**src/design/pw_config.svh**
```systemverilog
`ifndef PW_CONFIG_SVH
`define PW_CONFIG_SVH

// pattern depth, also the byte history depth
`define PW_PATTERN_BYTES   4

// capture FIFO
`define PW_FIFO_DEPTH      16
`define PW_FIFO_AW         4

// field widths
`define PW_DELAY_W         16
`define PW_WIDTH_W         8
`define PW_LEN_W           8
`define PW_TS_W            8

////////////////////
// register map

`define PW_REG_PATTERN0    8'h00
`define PW_REG_PATTERN1    8'h01
`define PW_REG_PATTERN2    8'h02
`define PW_REG_PATTERN3    8'h03
`define PW_REG_MASK0       8'h04
`define PW_REG_MASK1       8'h05
`define PW_REG_MASK2       8'h06
`define PW_REG_MASK3       8'h07
`define PW_REG_PATBYTES    8'h08
`define PW_REG_DELAY_LO    8'h09
`define PW_REG_DELAY_HI    8'h0A
`define PW_REG_WIDTH       8'h0B
`define PW_REG_CAPLEN      8'h0C
`define PW_REG_ARM         8'h0D
`define PW_REG_STATUS      8'h0E
`define PW_REG_FIFO_DATA   8'h10   // peek at head byte
`define PW_REG_FIFO_TIME   8'h11   // pops the head entry
`define PW_REG_FIFO_COUNT  8'h12

`endif

```
**src/design/pw_reg_pkg.sv**
```systemverilog
`default_nettype none

package pw_reg_pkg;

   // register bus
   typedef logic [7:0] reg_addr_t;
   typedef logic [7:0] reg_data_t;

   // status byte, unused bits read as zero
   typedef logic [7:0] status_t;

   localparam int STAT_ARMED      = 0;
   localparam int STAT_CAPTURING  = 1;
   localparam int STAT_DONE       = 2;
   localparam int STAT_FIFO_EMPTY = 3;

endpackage

`default_nettype wire

```
**src/design/pw_capture_pkg.sv**
```systemverilog
`default_nettype none
`include "pw_config.svh"

package pw_capture_pkg;

   typedef logic [7:0]                fe_byte_t;     // one PHY byte
   typedef logic [`PW_DELAY_W-1:0]    delay_t;
   typedef logic [`PW_WIDTH_W-1:0]    pwidth_t;
   typedef logic [`PW_LEN_W-1:0]      caplen_t;
   typedef logic [`PW_TS_W-1:0]       tstamp_t;
   typedef logic [`PW_FIFO_AW:0]      fifo_count_t;  // 0 to depth inclusive

   // trigger sequencing
   typedef enum logic [1:0] {
      TRIG_IDLE,
      TRIG_ARMED,
      TRIG_DELAY,
      TRIG_PULSE
   } trig_state_t;

endpackage

`default_nettype wire

```
**src/design/reg_file.sv**
```systemverilog
`default_nettype none
`timescale 1ns/1ps
`include "pw_config.svh"

module reg_file import pw_reg_pkg::*, pw_capture_pkg::*; (
   input  logic        fe_clk,
   input  logic        rst_n_i,
   input  reg_addr_t   reg_addr_i,
   input  reg_data_t   reg_wdata_i,
   input  logic        reg_write_i,
   input  logic        reg_read_i,
   input  logic        armed_i,
   input  logic        capturing_i,
   input  logic        done_i,
   input  logic        fifo_empty_i,
   input  fifo_count_t fifo_count_i,
   input  fe_byte_t    head_data_i,
   input  tstamp_t     head_time_i,
   output reg_data_t   reg_rdata_o,
   output logic        arm_pulse_o,
   output logic        fifo_pop_o,
   output fe_byte_t [`PW_PATTERN_BYTES-1:0] pattern_o,
   output fe_byte_t [`PW_PATTERN_BYTES-1:0] mask_o,
   output logic [2:0]  pat_bytes_o,
   output delay_t      trig_delay_o,
   output pwidth_t     trig_width_o,
   output caplen_t     cap_len_o
);

   status_t   status;
   reg_data_t rd_mux;

   ////////////////////
   // write decode
   always_ff @(posedge fe_clk or negedge rst_n_i) begin
      if (!rst_n_i) begin
         pattern_o    <= '0;
         mask_o       <= '1;   // compare all bits by default
         pat_bytes_o  <= 3'd1;
         trig_delay_o <= '0;
         trig_width_o <= pwidth_t'(1);
         cap_len_o    <= caplen_t'(`PW_FIFO_DEPTH);
         arm_pulse_o  <= 1'b0;
      end else begin
         arm_pulse_o <= 1'b0;
         if (reg_write_i) begin
            case (reg_addr_i)
               `PW_REG_PATTERN0, `PW_REG_PATTERN1,
               `PW_REG_PATTERN2, `PW_REG_PATTERN3: pattern_o[reg_addr_i[1:0]] <= reg_wdata_i;
               `PW_REG_MASK0, `PW_REG_MASK1,
               `PW_REG_MASK2, `PW_REG_MASK3:       mask_o[reg_addr_i[1:0]] <= reg_wdata_i;
               `PW_REG_PATBYTES: pat_bytes_o        <= reg_wdata_i[2:0];
               `PW_REG_DELAY_LO: trig_delay_o[7:0]  <= reg_wdata_i;
               `PW_REG_DELAY_HI: trig_delay_o[15:8] <= reg_wdata_i;
               `PW_REG_WIDTH:    trig_width_o       <= reg_wdata_i;
               `PW_REG_CAPLEN:   cap_len_o          <= reg_wdata_i;
               `PW_REG_ARM:      arm_pulse_o        <= reg_wdata_i[0];   // one-cycle strobe
               default: ;
            endcase
         end
      end
   end

   // head entry leaves at the same edge that latches its time
   assign fifo_pop_o = reg_read_i && (reg_addr_i == `PW_REG_FIFO_TIME);

   always_comb begin
      status                  = '0;
      status[STAT_ARMED]      = armed_i;
      status[STAT_CAPTURING]  = capturing_i;
      status[STAT_DONE]       = done_i;
      status[STAT_FIFO_EMPTY] = fifo_empty_i;
   end

   ////////////////////
   // readback
   always_comb begin
      rd_mux = '0;
      case (reg_addr_i)
         `PW_REG_PATTERN0, `PW_REG_PATTERN1,
         `PW_REG_PATTERN2, `PW_REG_PATTERN3: rd_mux = pattern_o[reg_addr_i[1:0]];
         `PW_REG_MASK0, `PW_REG_MASK1,
         `PW_REG_MASK2, `PW_REG_MASK3:       rd_mux = mask_o[reg_addr_i[1:0]];
         `PW_REG_PATBYTES:   rd_mux = {5'd0, pat_bytes_o};
         `PW_REG_DELAY_LO:   rd_mux = trig_delay_o[7:0];
         `PW_REG_DELAY_HI:   rd_mux = trig_delay_o[15:8];
         `PW_REG_WIDTH:      rd_mux = trig_width_o;
         `PW_REG_CAPLEN:     rd_mux = cap_len_o;
         `PW_REG_ARM:        rd_mux = {7'd0, armed_i};
         `PW_REG_STATUS:     rd_mux = status;
         `PW_REG_FIFO_DATA:  rd_mux = fifo_empty_i ? '0 : head_data_i;
         `PW_REG_FIFO_TIME:  rd_mux = fifo_empty_i ? '0 : head_time_i;
         `PW_REG_FIFO_COUNT: rd_mux = reg_data_t'(fifo_count_i);
         default: ;
      endcase
   end

   always_ff @(posedge fe_clk or negedge rst_n_i) begin
      if (!rst_n_i)
         reg_rdata_o <= '0;
      else if (reg_read_i)
         reg_rdata_o <= rd_mux;   // held until the next read
   end

endmodule

`default_nettype wire

```
**src/design/pattern_matcher.sv**
```systemverilog
`default_nettype none
`timescale 1ns/1ps
`include "pw_config.svh"

module pattern_matcher import pw_capture_pkg::*; (
   input  logic       fe_clk,
   input  logic       rst_n_i,
   input  fe_byte_t   fe_data_i,
   input  logic       fe_rxvalid_i,
   input  logic       armed_i,
   input  fe_byte_t [`PW_PATTERN_BYTES-1:0] pattern_i,
   input  fe_byte_t [`PW_PATTERN_BYTES-1:0] mask_i,
   input  logic [2:0] pat_bytes_i,
   output logic       match_o
);

   fe_byte_t [`PW_PATTERN_BYTES-2:0] history;   // older bytes, [0] most recent
   fe_byte_t [`PW_PATTERN_BYTES-1:0] window;    // incoming byte at [0]
   logic [2:0] active;
   logic       hit;

   assign window = {history, fe_data_i};

   always_ff @(posedge fe_clk or negedge rst_n_i) begin
      if (!rst_n_i)
         history <= '0;
      else if (fe_rxvalid_i)
         history <= window[`PW_PATTERN_BYTES-2:0];
   end

   // 0 behaves as 1, anything above the depth as the full depth
   always_comb begin
      if (pat_bytes_i == 3'd0)
         active = 3'd1;
      else if (pat_bytes_i > 3'(`PW_PATTERN_BYTES))
         active = 3'(`PW_PATTERN_BYTES);
      else
         active = pat_bytes_i;
   end

   // mask bit set means the bit must match
   always_comb begin
      hit = 1'b1;
      for (int i = 0; i < `PW_PATTERN_BYTES; i++) begin
         if ((3'(i) < active) && (((window[i] ^ pattern_i[i]) & mask_i[i]) != 8'h00))
            hit = 1'b0;
      end
   end

   always_ff @(posedge fe_clk or negedge rst_n_i) begin
      if (!rst_n_i)
         match_o <= 1'b0;
      else
         match_o <= armed_i && fe_rxvalid_i && hit;   // single-cycle strobe
   end

endmodule

`default_nettype wire

```
**src/design/trigger_fsm.sv**
```systemverilog
`default_nettype none
`timescale 1ns/1ps

module trigger_fsm import pw_capture_pkg::*; (
   input  logic    fe_clk,
   input  logic    rst_n_i,
   input  logic    arm_pulse_i,
   input  logic    match_i,
   input  logic    timer_done_i,
   input  delay_t  trig_delay_i,
   input  pwidth_t trig_width_i,
   output logic    armed_o,
   output logic    timer_load_o,
   output delay_t  timer_value_o,
   output logic    cw_trig_o
);

   trig_state_t state;
   trig_state_t state_nxt;
   delay_t      width_eff;

   // zero width still gives a pulse
   assign width_eff = (trig_width_i == '0) ? delay_t'(1) : delay_t'(trig_width_i);

   always_ff @(posedge fe_clk or negedge rst_n_i) begin
      if (!rst_n_i)
         state <= TRIG_IDLE;
      else
         state <= state_nxt;
   end

   always_comb begin
      state_nxt     = state;
      timer_load_o  = 1'b0;
      timer_value_o = trig_delay_i;
      case (state)
         TRIG_IDLE: begin
            if (arm_pulse_i)
               state_nxt = TRIG_ARMED;
         end
         TRIG_ARMED: begin
            if (match_i) begin
               state_nxt    = TRIG_DELAY;
               timer_load_o = 1'b1;   // start delay count
            end
         end
         TRIG_DELAY: begin
            if (timer_done_i) begin
               state_nxt     = TRIG_PULSE;
               timer_load_o  = 1'b1;
               timer_value_o = width_eff;
            end
         end
         TRIG_PULSE: begin
            if (timer_done_i)
               state_nxt = TRIG_IDLE;
         end
         default: state_nxt = TRIG_IDLE;
      endcase
   end

   assign armed_o   = (state == TRIG_ARMED);
   assign cw_trig_o = (state == TRIG_PULSE);

endmodule

`default_nettype wire

```
**src/design/trigger_timer.sv**
```systemverilog
`default_nettype none
`timescale 1ns/1ps

module trigger_timer import pw_capture_pkg::*; (
   input  logic   fe_clk,
   input  logic   rst_n_i,
   input  logic   load_i,
   input  delay_t value_i,
   output logic   done_o
);

   delay_t count;
   logic   busy;

   ////////////////////
   // load wins over expiry so back-to-back phases chain
   always_ff @(posedge fe_clk or negedge rst_n_i) begin
      if (!rst_n_i) begin
         count <= '0;
         busy  <= 1'b0;
      end else if (load_i) begin
         count <= value_i;
         busy  <= 1'b1;
      end else if (busy) begin
         if (count == '0)
            busy <= 1'b0;
         else
            count <= count - 1'b1;
      end
   end

   // value+1 cycles after the load cycle
   assign done_o = busy && (count == '0);

endmodule

`default_nettype wire

```
**src/design/capture_fifo.sv**
```systemverilog
`default_nettype none
`timescale 1ns/1ps
`include "pw_config.svh"

module capture_fifo import pw_capture_pkg::*; (
   input  logic        fe_clk,
   input  logic        rst_n_i,
   input  logic        arm_pulse_i,
   input  logic        match_i,
   input  fe_byte_t    fe_data_i,
   input  logic        fe_rxvalid_i,
   input  caplen_t     cap_len_i,
   input  logic        pop_i,
   output logic        capturing_o,
   output logic        done_o,
   output logic        fifo_empty_o,
   output fifo_count_t fifo_count_o,
   output fe_byte_t    head_data_o,
   output tstamp_t     head_time_o
);

   fe_byte_t data_mem [`PW_FIFO_DEPTH];
   tstamp_t  time_mem [`PW_FIFO_DEPTH];
   logic [`PW_FIFO_AW-1:0] wr_ptr;
   logic [`PW_FIFO_AW-1:0] rd_ptr;
   fifo_count_t count;
   caplen_t     cap_cnt;    // bytes stored since the match
   tstamp_t     tstamp;
   tstamp_t     wr_time;
   logic        wr_en;
   logic        rd_en;
   logic        last;

   // byte arriving with the match strobe is the first one, at time 0
   assign wr_en   = fe_rxvalid_i && (capturing_o || (match_i && cap_len_i != '0));
   assign wr_time = match_i ? '0 : tstamp;
   assign rd_en   = pop_i && (count != '0);   // empty read pops nothing
   assign last    = (caplen_t'(cap_cnt + 1'b1) >= cap_len_i) ||
                    (cap_cnt == caplen_t'(`PW_FIFO_DEPTH - 1));

   ////////////////////
   // capture control and timestamp
   always_ff @(posedge fe_clk or negedge rst_n_i) begin
      if (!rst_n_i) begin
         capturing_o <= 1'b0;
         done_o      <= 1'b0;
         cap_cnt     <= '0;
         tstamp      <= '0;
      end else if (arm_pulse_i) begin
         capturing_o <= 1'b0;
         done_o      <= 1'b0;
         cap_cnt     <= '0;
      end else begin
         if (match_i)
            tstamp <= tstamp_t'(1);
         else if (tstamp != '1)
            tstamp <= tstamp + 1'b1;   // saturates
         if (wr_en) begin
            cap_cnt     <= cap_cnt + 1'b1;
            capturing_o <= !last;
            done_o      <= last;
         end else if (match_i) begin
            capturing_o <= (cap_len_i != '0);
            done_o      <= (cap_len_i == '0);
         end
      end
   end

   always_ff @(posedge fe_clk) begin
      if (wr_en) begin
         data_mem[wr_ptr] <= fe_data_i;
         time_mem[wr_ptr] <= wr_time;
      end
   end

   // pointers, flushed on arm
   always_ff @(posedge fe_clk or negedge rst_n_i) begin
      if (!rst_n_i) begin
         wr_ptr <= '0;
         rd_ptr <= '0;
         count  <= '0;
      end else if (arm_pulse_i) begin
         wr_ptr <= '0;
         rd_ptr <= '0;
         count  <= '0;
      end else begin
         if (wr_en)
            wr_ptr <= wr_ptr + 1'b1;
         if (rd_en)
            rd_ptr <= rd_ptr + 1'b1;
         case ({wr_en, rd_en})
            2'b10:   count <= count + 1'b1;
            2'b01:   count <= count - 1'b1;
            default: ;
         endcase
      end
   end

   assign fifo_empty_o = (count == '0);
   assign fifo_count_o = count;
   assign head_data_o  = data_mem[rd_ptr];
   assign head_time_o  = time_mem[rd_ptr];

endmodule

`default_nettype wire

```
**src/design/phywhisperer_top.sv**
```systemverilog
`default_nettype none
`timescale 1ns/1ps
`include "pw_config.svh"

module phywhisperer_top import pw_reg_pkg::*, pw_capture_pkg::*; (
   input  logic      fe_clk,
   input  logic      rst_n_i,
   input  reg_addr_t reg_addr_i,
   input  reg_data_t reg_wdata_i,
   input  logic      reg_write_i,
   input  logic      reg_read_i,
   input  fe_byte_t  fe_data_i,
   input  logic      fe_rxvalid_i,
   output reg_data_t reg_rdata_o,
   output logic      cw_trig_o
);

   logic        arm_pulse;
   logic        fifo_pop;
   logic        armed;
   logic        match;
   logic        capturing;
   logic        done;
   logic        fifo_empty;
   fifo_count_t fifo_count;
   fe_byte_t    head_data;
   tstamp_t     head_time;
   fe_byte_t [`PW_PATTERN_BYTES-1:0] pattern;
   fe_byte_t [`PW_PATTERN_BYTES-1:0] mask;
   logic [2:0]  pat_bytes;
   delay_t      trig_delay;
   pwidth_t     trig_width;
   caplen_t     cap_len;
   logic        timer_load;
   delay_t      timer_value;
   logic        timer_done;

   ////////////////////
   // register side
   reg_file u_reg_file (
      .fe_clk       (fe_clk),
      .rst_n_i      (rst_n_i),
      .reg_addr_i   (reg_addr_i),
      .reg_wdata_i  (reg_wdata_i),
      .reg_write_i  (reg_write_i),
      .reg_read_i   (reg_read_i),
      .armed_i      (armed),
      .capturing_i  (capturing),
      .done_i       (done),
      .fifo_empty_i (fifo_empty),
      .fifo_count_i (fifo_count),
      .head_data_i  (head_data),
      .head_time_i  (head_time),
      .reg_rdata_o  (reg_rdata_o),
      .arm_pulse_o  (arm_pulse),
      .fifo_pop_o   (fifo_pop),
      .pattern_o    (pattern),
      .mask_o       (mask),
      .pat_bytes_o  (pat_bytes),
      .trig_delay_o (trig_delay),
      .trig_width_o (trig_width),
      .cap_len_o    (cap_len)
   );

   ////////////////////
   // sniffer path
   pattern_matcher u_pattern_matcher (
      .fe_clk       (fe_clk),
      .rst_n_i      (rst_n_i),
      .fe_data_i    (fe_data_i),
      .fe_rxvalid_i (fe_rxvalid_i),
      .armed_i      (armed),
      .pattern_i    (pattern),
      .mask_i       (mask),
      .pat_bytes_i  (pat_bytes),
      .match_o      (match)
   );

   trigger_fsm u_trigger_fsm (
      .fe_clk        (fe_clk),
      .rst_n_i       (rst_n_i),
      .arm_pulse_i   (arm_pulse),
      .match_i       (match),
      .timer_done_i  (timer_done),
      .trig_delay_i  (trig_delay),
      .trig_width_i  (trig_width),
      .armed_o       (armed),
      .timer_load_o  (timer_load),
      .timer_value_o (timer_value),
      .cw_trig_o     (cw_trig_o)
   );

   trigger_timer u_trigger_timer (
      .fe_clk  (fe_clk),
      .rst_n_i (rst_n_i),
      .load_i  (timer_load),
      .value_i (timer_value),
      .done_o  (timer_done)
   );

   capture_fifo u_capture_fifo (
      .fe_clk       (fe_clk),
      .rst_n_i      (rst_n_i),
      .arm_pulse_i  (arm_pulse),
      .match_i      (match),
      .fe_data_i    (fe_data_i),
      .fe_rxvalid_i (fe_rxvalid_i),
      .cap_len_i    (cap_len),
      .pop_i        (fifo_pop),
      .capturing_o  (capturing),
      .done_o       (done),
      .fifo_empty_o (fifo_empty),
      .fifo_count_o (fifo_count),
      .head_data_o  (head_data),
      .head_time_o  (head_time)
   );

endmodule

`default_nettype wire

```
**config.mk**
```make
export PLATFORM = sky130hd
export DESIGN_NAME = phywhisperer_top
export DESIGN_NICKNAME = d
export VERILOG_FILES = /design/src/design/pw_reg_pkg.sv /design/src/design/pw_capture_pkg.sv /design/src/design/reg_file.sv /design/src/design/pattern_matcher.sv /design/src/design/trigger_fsm.sv /design/src/design/trigger_timer.sv /design/src/design/capture_fifo.sv /design/src/design/phywhisperer_top.sv
export VERILOG_INCLUDE_DIRS = /design/src /design/src/design
export SDC_FILE = /design/constraint.sdc
export NUM_CORES = 1
export LEC_CHECK = 0
export BUFFER_PORTS_ARGS = -buffer_cell sky130_fd_sc_hd__buf_2
export CORE_MARGIN = 3
export CORE_UTILIZATION = 40
export CTS_CLUSTER_DIAMETER = 150
export DETAILED_ROUTE_END_ITERATION = 16
export HOLD_SLACK_MARGIN = 0.15
export SLEW_MARGIN = 25
export SYNTH_ARGS = -nofsm -noshare
export SYNTH_HDL_FRONTEND = slang
export SYNTH_HIERARCHICAL = 1
export SYNTH_SLANG_ARGS = --single-unit
```
**constraint.sdc**
```tcl
create_clock -name fe_clk -period 7.3 [get_ports fe_clk]
set_input_delay 0 -clock fe_clk [delete_from_list [all_inputs] [get_ports fe_clk]]
set_output_delay 0 -clock fe_clk [all_outputs]
set_load 0.05 [all_outputs]
```
==> results of run 1 <==
==> cell families after synthesis <==
group	synth area share, %
fa+ha+maj	1.61
compound gates	5.64
xor+xnor	2.33
simple gates	7.16
mux	19.5
buf+inv	1.89
flops	61.8
==> path summary, 6_finish.rpt <==
path	startpoint	to	slack, ns	cells past startpoint
max	u_capture_fifo/rd_ptr[0]	u_reg_file/reg_rdata_o[3]	2.99	9
max reg2reg	u_capture_fifo/rd_ptr[0]	u_reg_file/reg_rdata_o[3]	2.99	9
min reg2reg	u_capture_fifo/tstamp[7]	u_capture_fifo/tstamp[7]	0.53	1
min	reg_addr_i[4]	u_reg_file/reg_rdata_o[2]	0.22	5
min in group asynchronous	rst_n_i	u_reg_file/trig_width_o[0]	0.53	3
max in group asynchronous	rst_n_i	u_pattern_matcher/history[17]	5.42	5
==> registers in the layout, indices dropped and copies added (netlist names) <==
name,count
u_capture_fifo/done_o,1
u_trigger_timer/busy,1
u_reg_file/mask_o,32
u_capture_fifo/time_mem,128
u_capture_fifo/rd_ptr,4
u_capture_fifo/fifo_count_o,5
u_pattern_matcher/match_o,1
u_reg_file/pattern_o,32
u_trigger_fsm/state,2
u_reg_file/pat_bytes_o,3
u_capture_fifo/capturing_o,1
u_capture_fifo/cap_cnt,8
u_pattern_matcher/history,24
u_reg_file/trig_width_o,8
u_capture_fifo/data_mem,128
u_reg_file/reg_rdata_o,8
u_capture_fifo/wr_ptr,4
u_capture_fifo/tstamp,8
u_reg_file/cap_len_o,8
u_trigger_timer/count,16
u_reg_file/arm_pulse_o,1
u_reg_file/trig_delay_o,16
==> worst reg2reg max path, delay by kind of cell (launching register included) <==
kind,cells,cell delay [ns]
buf+inv,2,1.20
simple gates,1,0.07
compound gates,3,0.57
flops,1,0.93
mux,3,1.41
==> through the flow <==
| step | power (mW) | utilization, % | instance area, µm² | instances | worst slack (ns) |
|---|---|---|---|---|---|
| after floorplan | 3.71 | - | 19900 | 1260 | 4.48 |
| after global placement | 3.99 | 42.6 | 20900 | 1929 | 3.50 |
| after detailed placement | 4.02 | 42.6 | 20900 | 1929 | 3.40 |
| after CTS | 6.48 | 46.4 | 22800 | 2046 | 2.93 |
| after global routing | 6.72 | 46.5 | 22800 | 2046 | 2.78 |
| final | 6.43 | 46.5 | 22800 | 2046 | 2.99 |
==> repair_timing <==
| action | in CTS | in global routing |
|---|---|---|
| hold endpoints to repair | 349 | 0 |
| endpoints found under the setup margin | 0 | 0 |
| hold buffers | 29 | 0 |
==> per-layer routing <==
layer  vias to the layer above  global-route usage, %  share of wire, %
met1                      6110                   28.2                46
met5                         -                      0                 0
met2                       311                   30.2                47
li1                       5103                      -                 -
met4                         0                   5.65               2.6
met3                        89                   2.84               4.6
==> cell usage after synthesis, drive strengths merged, types with 22 or more instances <==
| master | n | area [µm²] |
|---|---|---|
| a21oi | 30 | 161 |
| a22oi | 22 | 165 |
| buf | 28 | 154 |
| clkbuf | 32 | 121 |
| dfrtp | 148 | 3700 |
| dfstp | 35 | 920 |
| edfxtp | 256 | 7690 |
| ha | 24 | 300 |
| inv | 27 | 101 |
| mux2 | 143 | 1610 |
| mux4 | 97 | 2180 |
| nand2 | 46 | 180 |
| nand3 | 32 | 180 |
| nor2 | 51 | 209 |
| o21ai | 31 | 155 |
| xor2 | 46 | 403 |
==> final cells by class <==
type / instances / area, µm²
fillers: 4268 / 26300
multi-input cells: 734 / 7250
repair buffers: 94 / 712
well taps: 664 / 831
flip-flops and latches: 439 / 12300
clock buffers: 61 / 1280
clock inverters: 27 / 305
inverters: 27 / 101
==> power breakdown <==
group	switching, mW	internal (mW)
combinational	0.530	0.396
sequential	0.194	2.87
clock	1.01	1.43
total	1.73	4.70
==> placed cells by master, fill, tap and decap left out, types with 13 or more instances in the layout <==
| cell | n |
|---|---|
| dlygate4sd3_1 | 28 |
| a22oi_1 | 22 |
| clkbuf_16 | 47 |
| nand3_1 | 28 |
| ha_1 | 24 |
| edfxtp_1 | 256 |
| dfstp_2 | 35 |
| and3_1 | 16 |
| nor3_1 | 14 |
| buf_2 | 36 |
| dfrtp_1 | 146 |
| nand2_1 | 45 |
| buf_4 | 28 |
| mux4_2 | 97 |
| a21oi_1 | 29 |
| mux2_2 | 140 |
| nor2_1 | 43 |
| nor2b_1 | 13 |
| o21ai_0 | 29 |
| inv_1 | 26 |
| xor2_1 | 46 |
==> qor.csv, run 1 <==
metric;value;unit
slew_headroom;28.5;%
die_w;229;µm
cp.required;7.76;ns
finalSetupViolations;0;
place.gp.congestion;0.871;
finClkSkew;0.0163;ns
overflow;0;
synth_edf_count;256;
avgSynthCellArea;15.8;µm²
cts_sinks;439;
clkLatencyLatePin;0.59;ns
ant_nets;0;
dr_total_vias;11600;
syn_area;19900;µm²
hold_ws;0.220;ns
area_growth;14.5;%
yosys_warnings;6;
post_cts_buffers;0;
yosys_register_bits;439;
synthArstFlopShare;41.7;%
dr.pass1.iters;6;
rows;81;
nets;1397;
drc;0;
synthFlopType;edfxtp_1;
endpoint_kind;flop;
ir_drop;0.000176;V
grt_max_degree;83;
start_util;40.6;%
clockRootBuffer;clkbuf_16;
hp-class;input port to flop;
drive_above_1_share;33.6;%
synthCells;1260;
drtIter0Drc;1084;
status;complete, no violations;
cap_violations;0;
die_h;229;µm
fin_crit;4.31;ns
worst-slew-pin-transition;1.07;ns
critPathLaunchType;flop;
critPathBufInv;2;
max_stage_delay;0.93;ns
cts_tree;done;
first_global_vias;12200;
dp_hpwl;30700;µm
max_freq;0.232;GHz
min_period_over_period;59.0;%
io_buffers;37;
ios;38;
vias_per_cell;5.68;
ys_seq_area_share;61.8;%
grt_usage;19.3;%
crit_top_cell;mux4_2;
crit_family;multiplexers;
die-area;52500;µm²
p_leak;8.49;nW
ys_types;91;
cts_made_buffers;47;
drv_slew;0;
finalSetupTns;0;ns
cpMaxStageDelayCell;dfrtp_4;
clockBufferDepth;3;
worstPathArrival;4.77;ns
powerDensity;282;nW/µm²
critical_path_class;flop to flop;
path_clk_slew;0.06;ns
rsz0062_at_grt;false;
cp_max_fo;38;
wl_per_cell;24.4;µm
routed_wl;49800;µm
ctsResizeCount;0;
syn-num-nets;1314;
grt_pass1_wl;77200;µm
hold_viol_final;0;
antenna_found_initial;0;
htree_levels;2;
path_cells;buf_4 -> mux4_2 -> mux4_2 -> mux2_2 -> a22oi_1 -> nor2_1 -> a311oi_1 -> a31oi_1 -> dlygate4sd3_1;
n_antenna_cell;0;
coreArea;49100;µm²
Note: power is estimated with default switching activity, not from simulation.
==> run 2, diff against run 1 <==
- ABC_AREA: default -> 1
- clock period: 7.3 -> 4.2 ns (I/O delays scaled with it)
==> run 2 against run 1 <==
Sequential power up 74%. Hold slack worse by 0.065 ns. Non-clock buffer count up 10. Area after synthesis up 5.1%. Critical path depth up 7. Synthesized cell count up 83%. Largest power group unchanged. Setup slack worse by 2.2 ns. Critical path type unchanged. Highest routed layer unchanged. Global-route usage up 0.79 points. Sequential cell count unchanged. Core utilization down 0.41 points. Design area up 4.1%.
==> qor.csv, run 2 <==
metric;value;unit;change
status;complete, no violations;;
finalSetupTns;0;ns;unchanged
cap_violations;0;;unchanged
ys_types;46;;-49%
vias_per_cell;5.26;;-7.3%
nets;2412;;+73%
min_period_over_period;81.2;%;+22 points
drv_slew;0;;unchanged
clkLatencyLatePin;0.59;ns;about the same
die_w;235;µm;+2.5%
hp-class;input port to flop;;
overflow;0;;unchanged
coreArea;51500;µm²;+5.0%
routed_wl;56200;µm;+13%
fin_crit;3.41;ns;-0.894 ns
grtUsageMet2;32.5;%;+2.4 points
finClkSkew;0.0142;ns;-0.00201 ns
reg_top3;u_capture_fifo/data_mem (128), u_capture_fifo/time_mem (128);;
htree_levels;2;;unchanged
finalPower;11.6;mW;+81%
path_clk_slew;0.06;ns;about the same
rows;83;;+2.5%
grt_max_degree;110;;+33%
ir_drop;0.000299;V;+70%
crit_top_cell;nand2_1;;
setup_slack;0.789;ns;-2.21 ns
cts_made_buffers;50;;+6.4%
mostFrequentLayoutCells;nand2_1 (624), nor2_1 (292), edfxtp_1 (256), o21ai_0 (169), inv_1 (146);;
wl_per_cell;18.3;µm;-25%
cts_sinks;439;;unchanged
rsz0062_at_grt;false;;
dr_total_vias;16200;;+39%
place.gp.congestion;0.863;;-0.99%
ys_top_cells_by_area;edfxtp_1 (37%), dfrtp_1 (18%), nand2_1 (11%);;
critPathLaunchType;flop;;
synthFlopType;edfxtp_1;;
ant_nets;0;;unchanged
grt_usage;20.1;%;+0.79 points
clockBufferDepth;3;;unchanged
io_buffers;37;;unchanged
cpMaxStageDelayCell;dfrtp_4;;
ios;38;;unchanged
start_util;40.6;%;about the same
max_freq;0.293;GHz;+26%
pre_cts_ws;1.17;ns;-2.22 ns
antenna_found_initial;0;;unchanged
worst-slew-pin-transition;0.933;ns;-0.137 ns
die_h;235;µm;+2.5%
worstPathArrival;3.94;ns;-0.83 ns
yosys_register_bits;439;;unchanged
syn-num-nets;2358;;+79%
drc;0;;unchanged
yosysTopAreaCell;edfxtp_1;;
cp_max_fo;58;;+53%
synth_top_area_share;36.7;%;-1.9 points
drtIter0Drc;1559;;+44%
yosys-top-cells-count;nand2_1 (624), nor2_1 (300), edfxtp_1 (256);;
met1_usage;27.5;%;-0.65 points
yosys_warnings;6;;unchanged
synthCells;2304;;+83%
die-area;55100;µm²;+5.0%
slew_headroom;37.7;%;+9.2 points
n_antenna_cell;0;;unchanged
final_common_cell;nand2_1;;
grt_util_met3;3.00;%;+0.17 points
cts_tree;done;;
drive_above_1_share;11.2;%;-22 points
syn_area;20900;µm²;+5.1%
cp.required;4.73;ns;-3.03 ns
synthArstFlopShare;41.7;%;unchanged
busiest_layer;met2;;
dp_hpwl;35000;µm;+14%
powerDensity;490;nW/µm²;+74%
avgSynthCellArea;9.08;µm²;-43%
area_growth;13.3;%;
clockRootBuffer;clkbuf_16;;
synth_most_common_cell;nand2_1;;
first_global_vias;15600;;+29%
path_cells;inv_4 -> buf_12 -> nor2_1 -> nor2_1 -> o21ai_0 -> o21ai_1 -> o211ai_1 -> nand2_1 -> nand2_1 -> nand3b_1 -> nand2_1 -> nor2_1 -> nand3_1 -> nand2_1 -> dlygate4sd3_1 -> nand2_1;;
hold_viol_final;0;;unchanged
post_cts_buffers;0;;unchanged
p_leak;9.58;nW;+13%
endpoint_kind;flop;;
synth_edf_count;256;;unchanged
dr.pass1.iters;6;;unchanged
critical_path_class;flop to flop;;
max_stage_delay;0.58;ns;-0.35 ns
finalSetupViolations;0;;unchanged
grt_pass1_wl;88100;µm;+14%
ys_seq_area_share;58.8;%;-3.0 points
[run 2: cell types whose count changed after synthesis, moves of 97 or more]
cell	change
inv_1	+120
mux2_2	-140
mux4_2	-97
nand2_1	+579
nand3_1	+114
nor2_1	+256
o21ai_0	+140
o21ai_1	+120
[run 2: area by class of cell]
class / instances / area [µm²]
Inverter: 165 / 624
Multi-Input combinational cell: 1598 / 7560
Sequential cell: 439 / 12300
Fill cell: 4932 / 27800
Tap cell: 680 / 851
Clock inverter: 19 / 135
Clock buffer: 72 / 1420
Timing Repair Buffer: 104 / 820
[run 2: worst paths after layout]
kind                                           startpoint                    endpoint  slack, ns  depth (start not counted)
worst max-delay path             u_capture_fifo/rd_ptr[0]   u_reg_file/reg_rdata_o[0]       0.79                         16
worst min-delay path                        reg_addr_i[5]     u_reg_file/cap_len_o[4]       0.16                          6
worst max register to register   u_capture_fifo/rd_ptr[0]   u_reg_file/reg_rdata_o[0]       0.79                         16
worst min register to register  u_reg_file/reg_rdata_o[5]   u_reg_file/reg_rdata_o[5]       0.48                          2
max in group asynchronous                         rst_n_i    u_reg_file/pattern_o[14]       3.00                          4
min in group asynchronous                         rst_n_i  u_reg_file/trig_width_o[0]       0.54                          3
[run 2: cell families after synthesis]
family	synth area share, %
XOR/XNOR	0.502
multiplexers	0.0478
adder cells (fa/ha/maj)	1.53
buffers and inverters	5.47
flip-flops	58.8
AND/OR/NAND/NOR	23.6
AO/OA/AOI/OAI	10.0
[run 2: metrics by stage]
step	hold slack, ns	cells	cell area (µm²)	utilization [%]
finish	0.155	3077	23700	46.1
global route	0.230	3077	23700	46.1
CTS	0.198	3077	23700	46.0
detailed placement	0.0723	2954	21800	42.4
global placement	0.0680	2954	21800	42.4
floorplan	-0.296	2304	20900	-
[run 2: timing repair]
item / 4_1_cts / 5_1_grt
resized for setup: 0 / 0
endpoints found under the hold margin: 411 / 0
hold buffers: 32 / 0
setup endpoints to repair: 0 / 0
[run 2: per-layer routing]
layer	vias to the layer above	routed length, µm	part of all wire [%]
met5	-	0	0
met4	0	1710	3.0
met3	109	3190	5.7
met2	445	26500	47
met1	7839	24800	44
li1	7793	-	-
[run 2: power by group]
group	internal, mW	leakage [nW]	switching, mW
combinational	0.666	4.22	1.49
clock	2.40	0.758	1.74
sequential	5.04	4.60	0.283
[run 2: worst max-delay path: cells and delay by family (launching register included)]
family | cells | cell delay (ns)
DFF | 1 | 0.58
AOI/OAI and AO/OA | 3 | 0.34
buffers and inverters | 3 | 1.39
and+or+nand+nor | 10 | 0.95
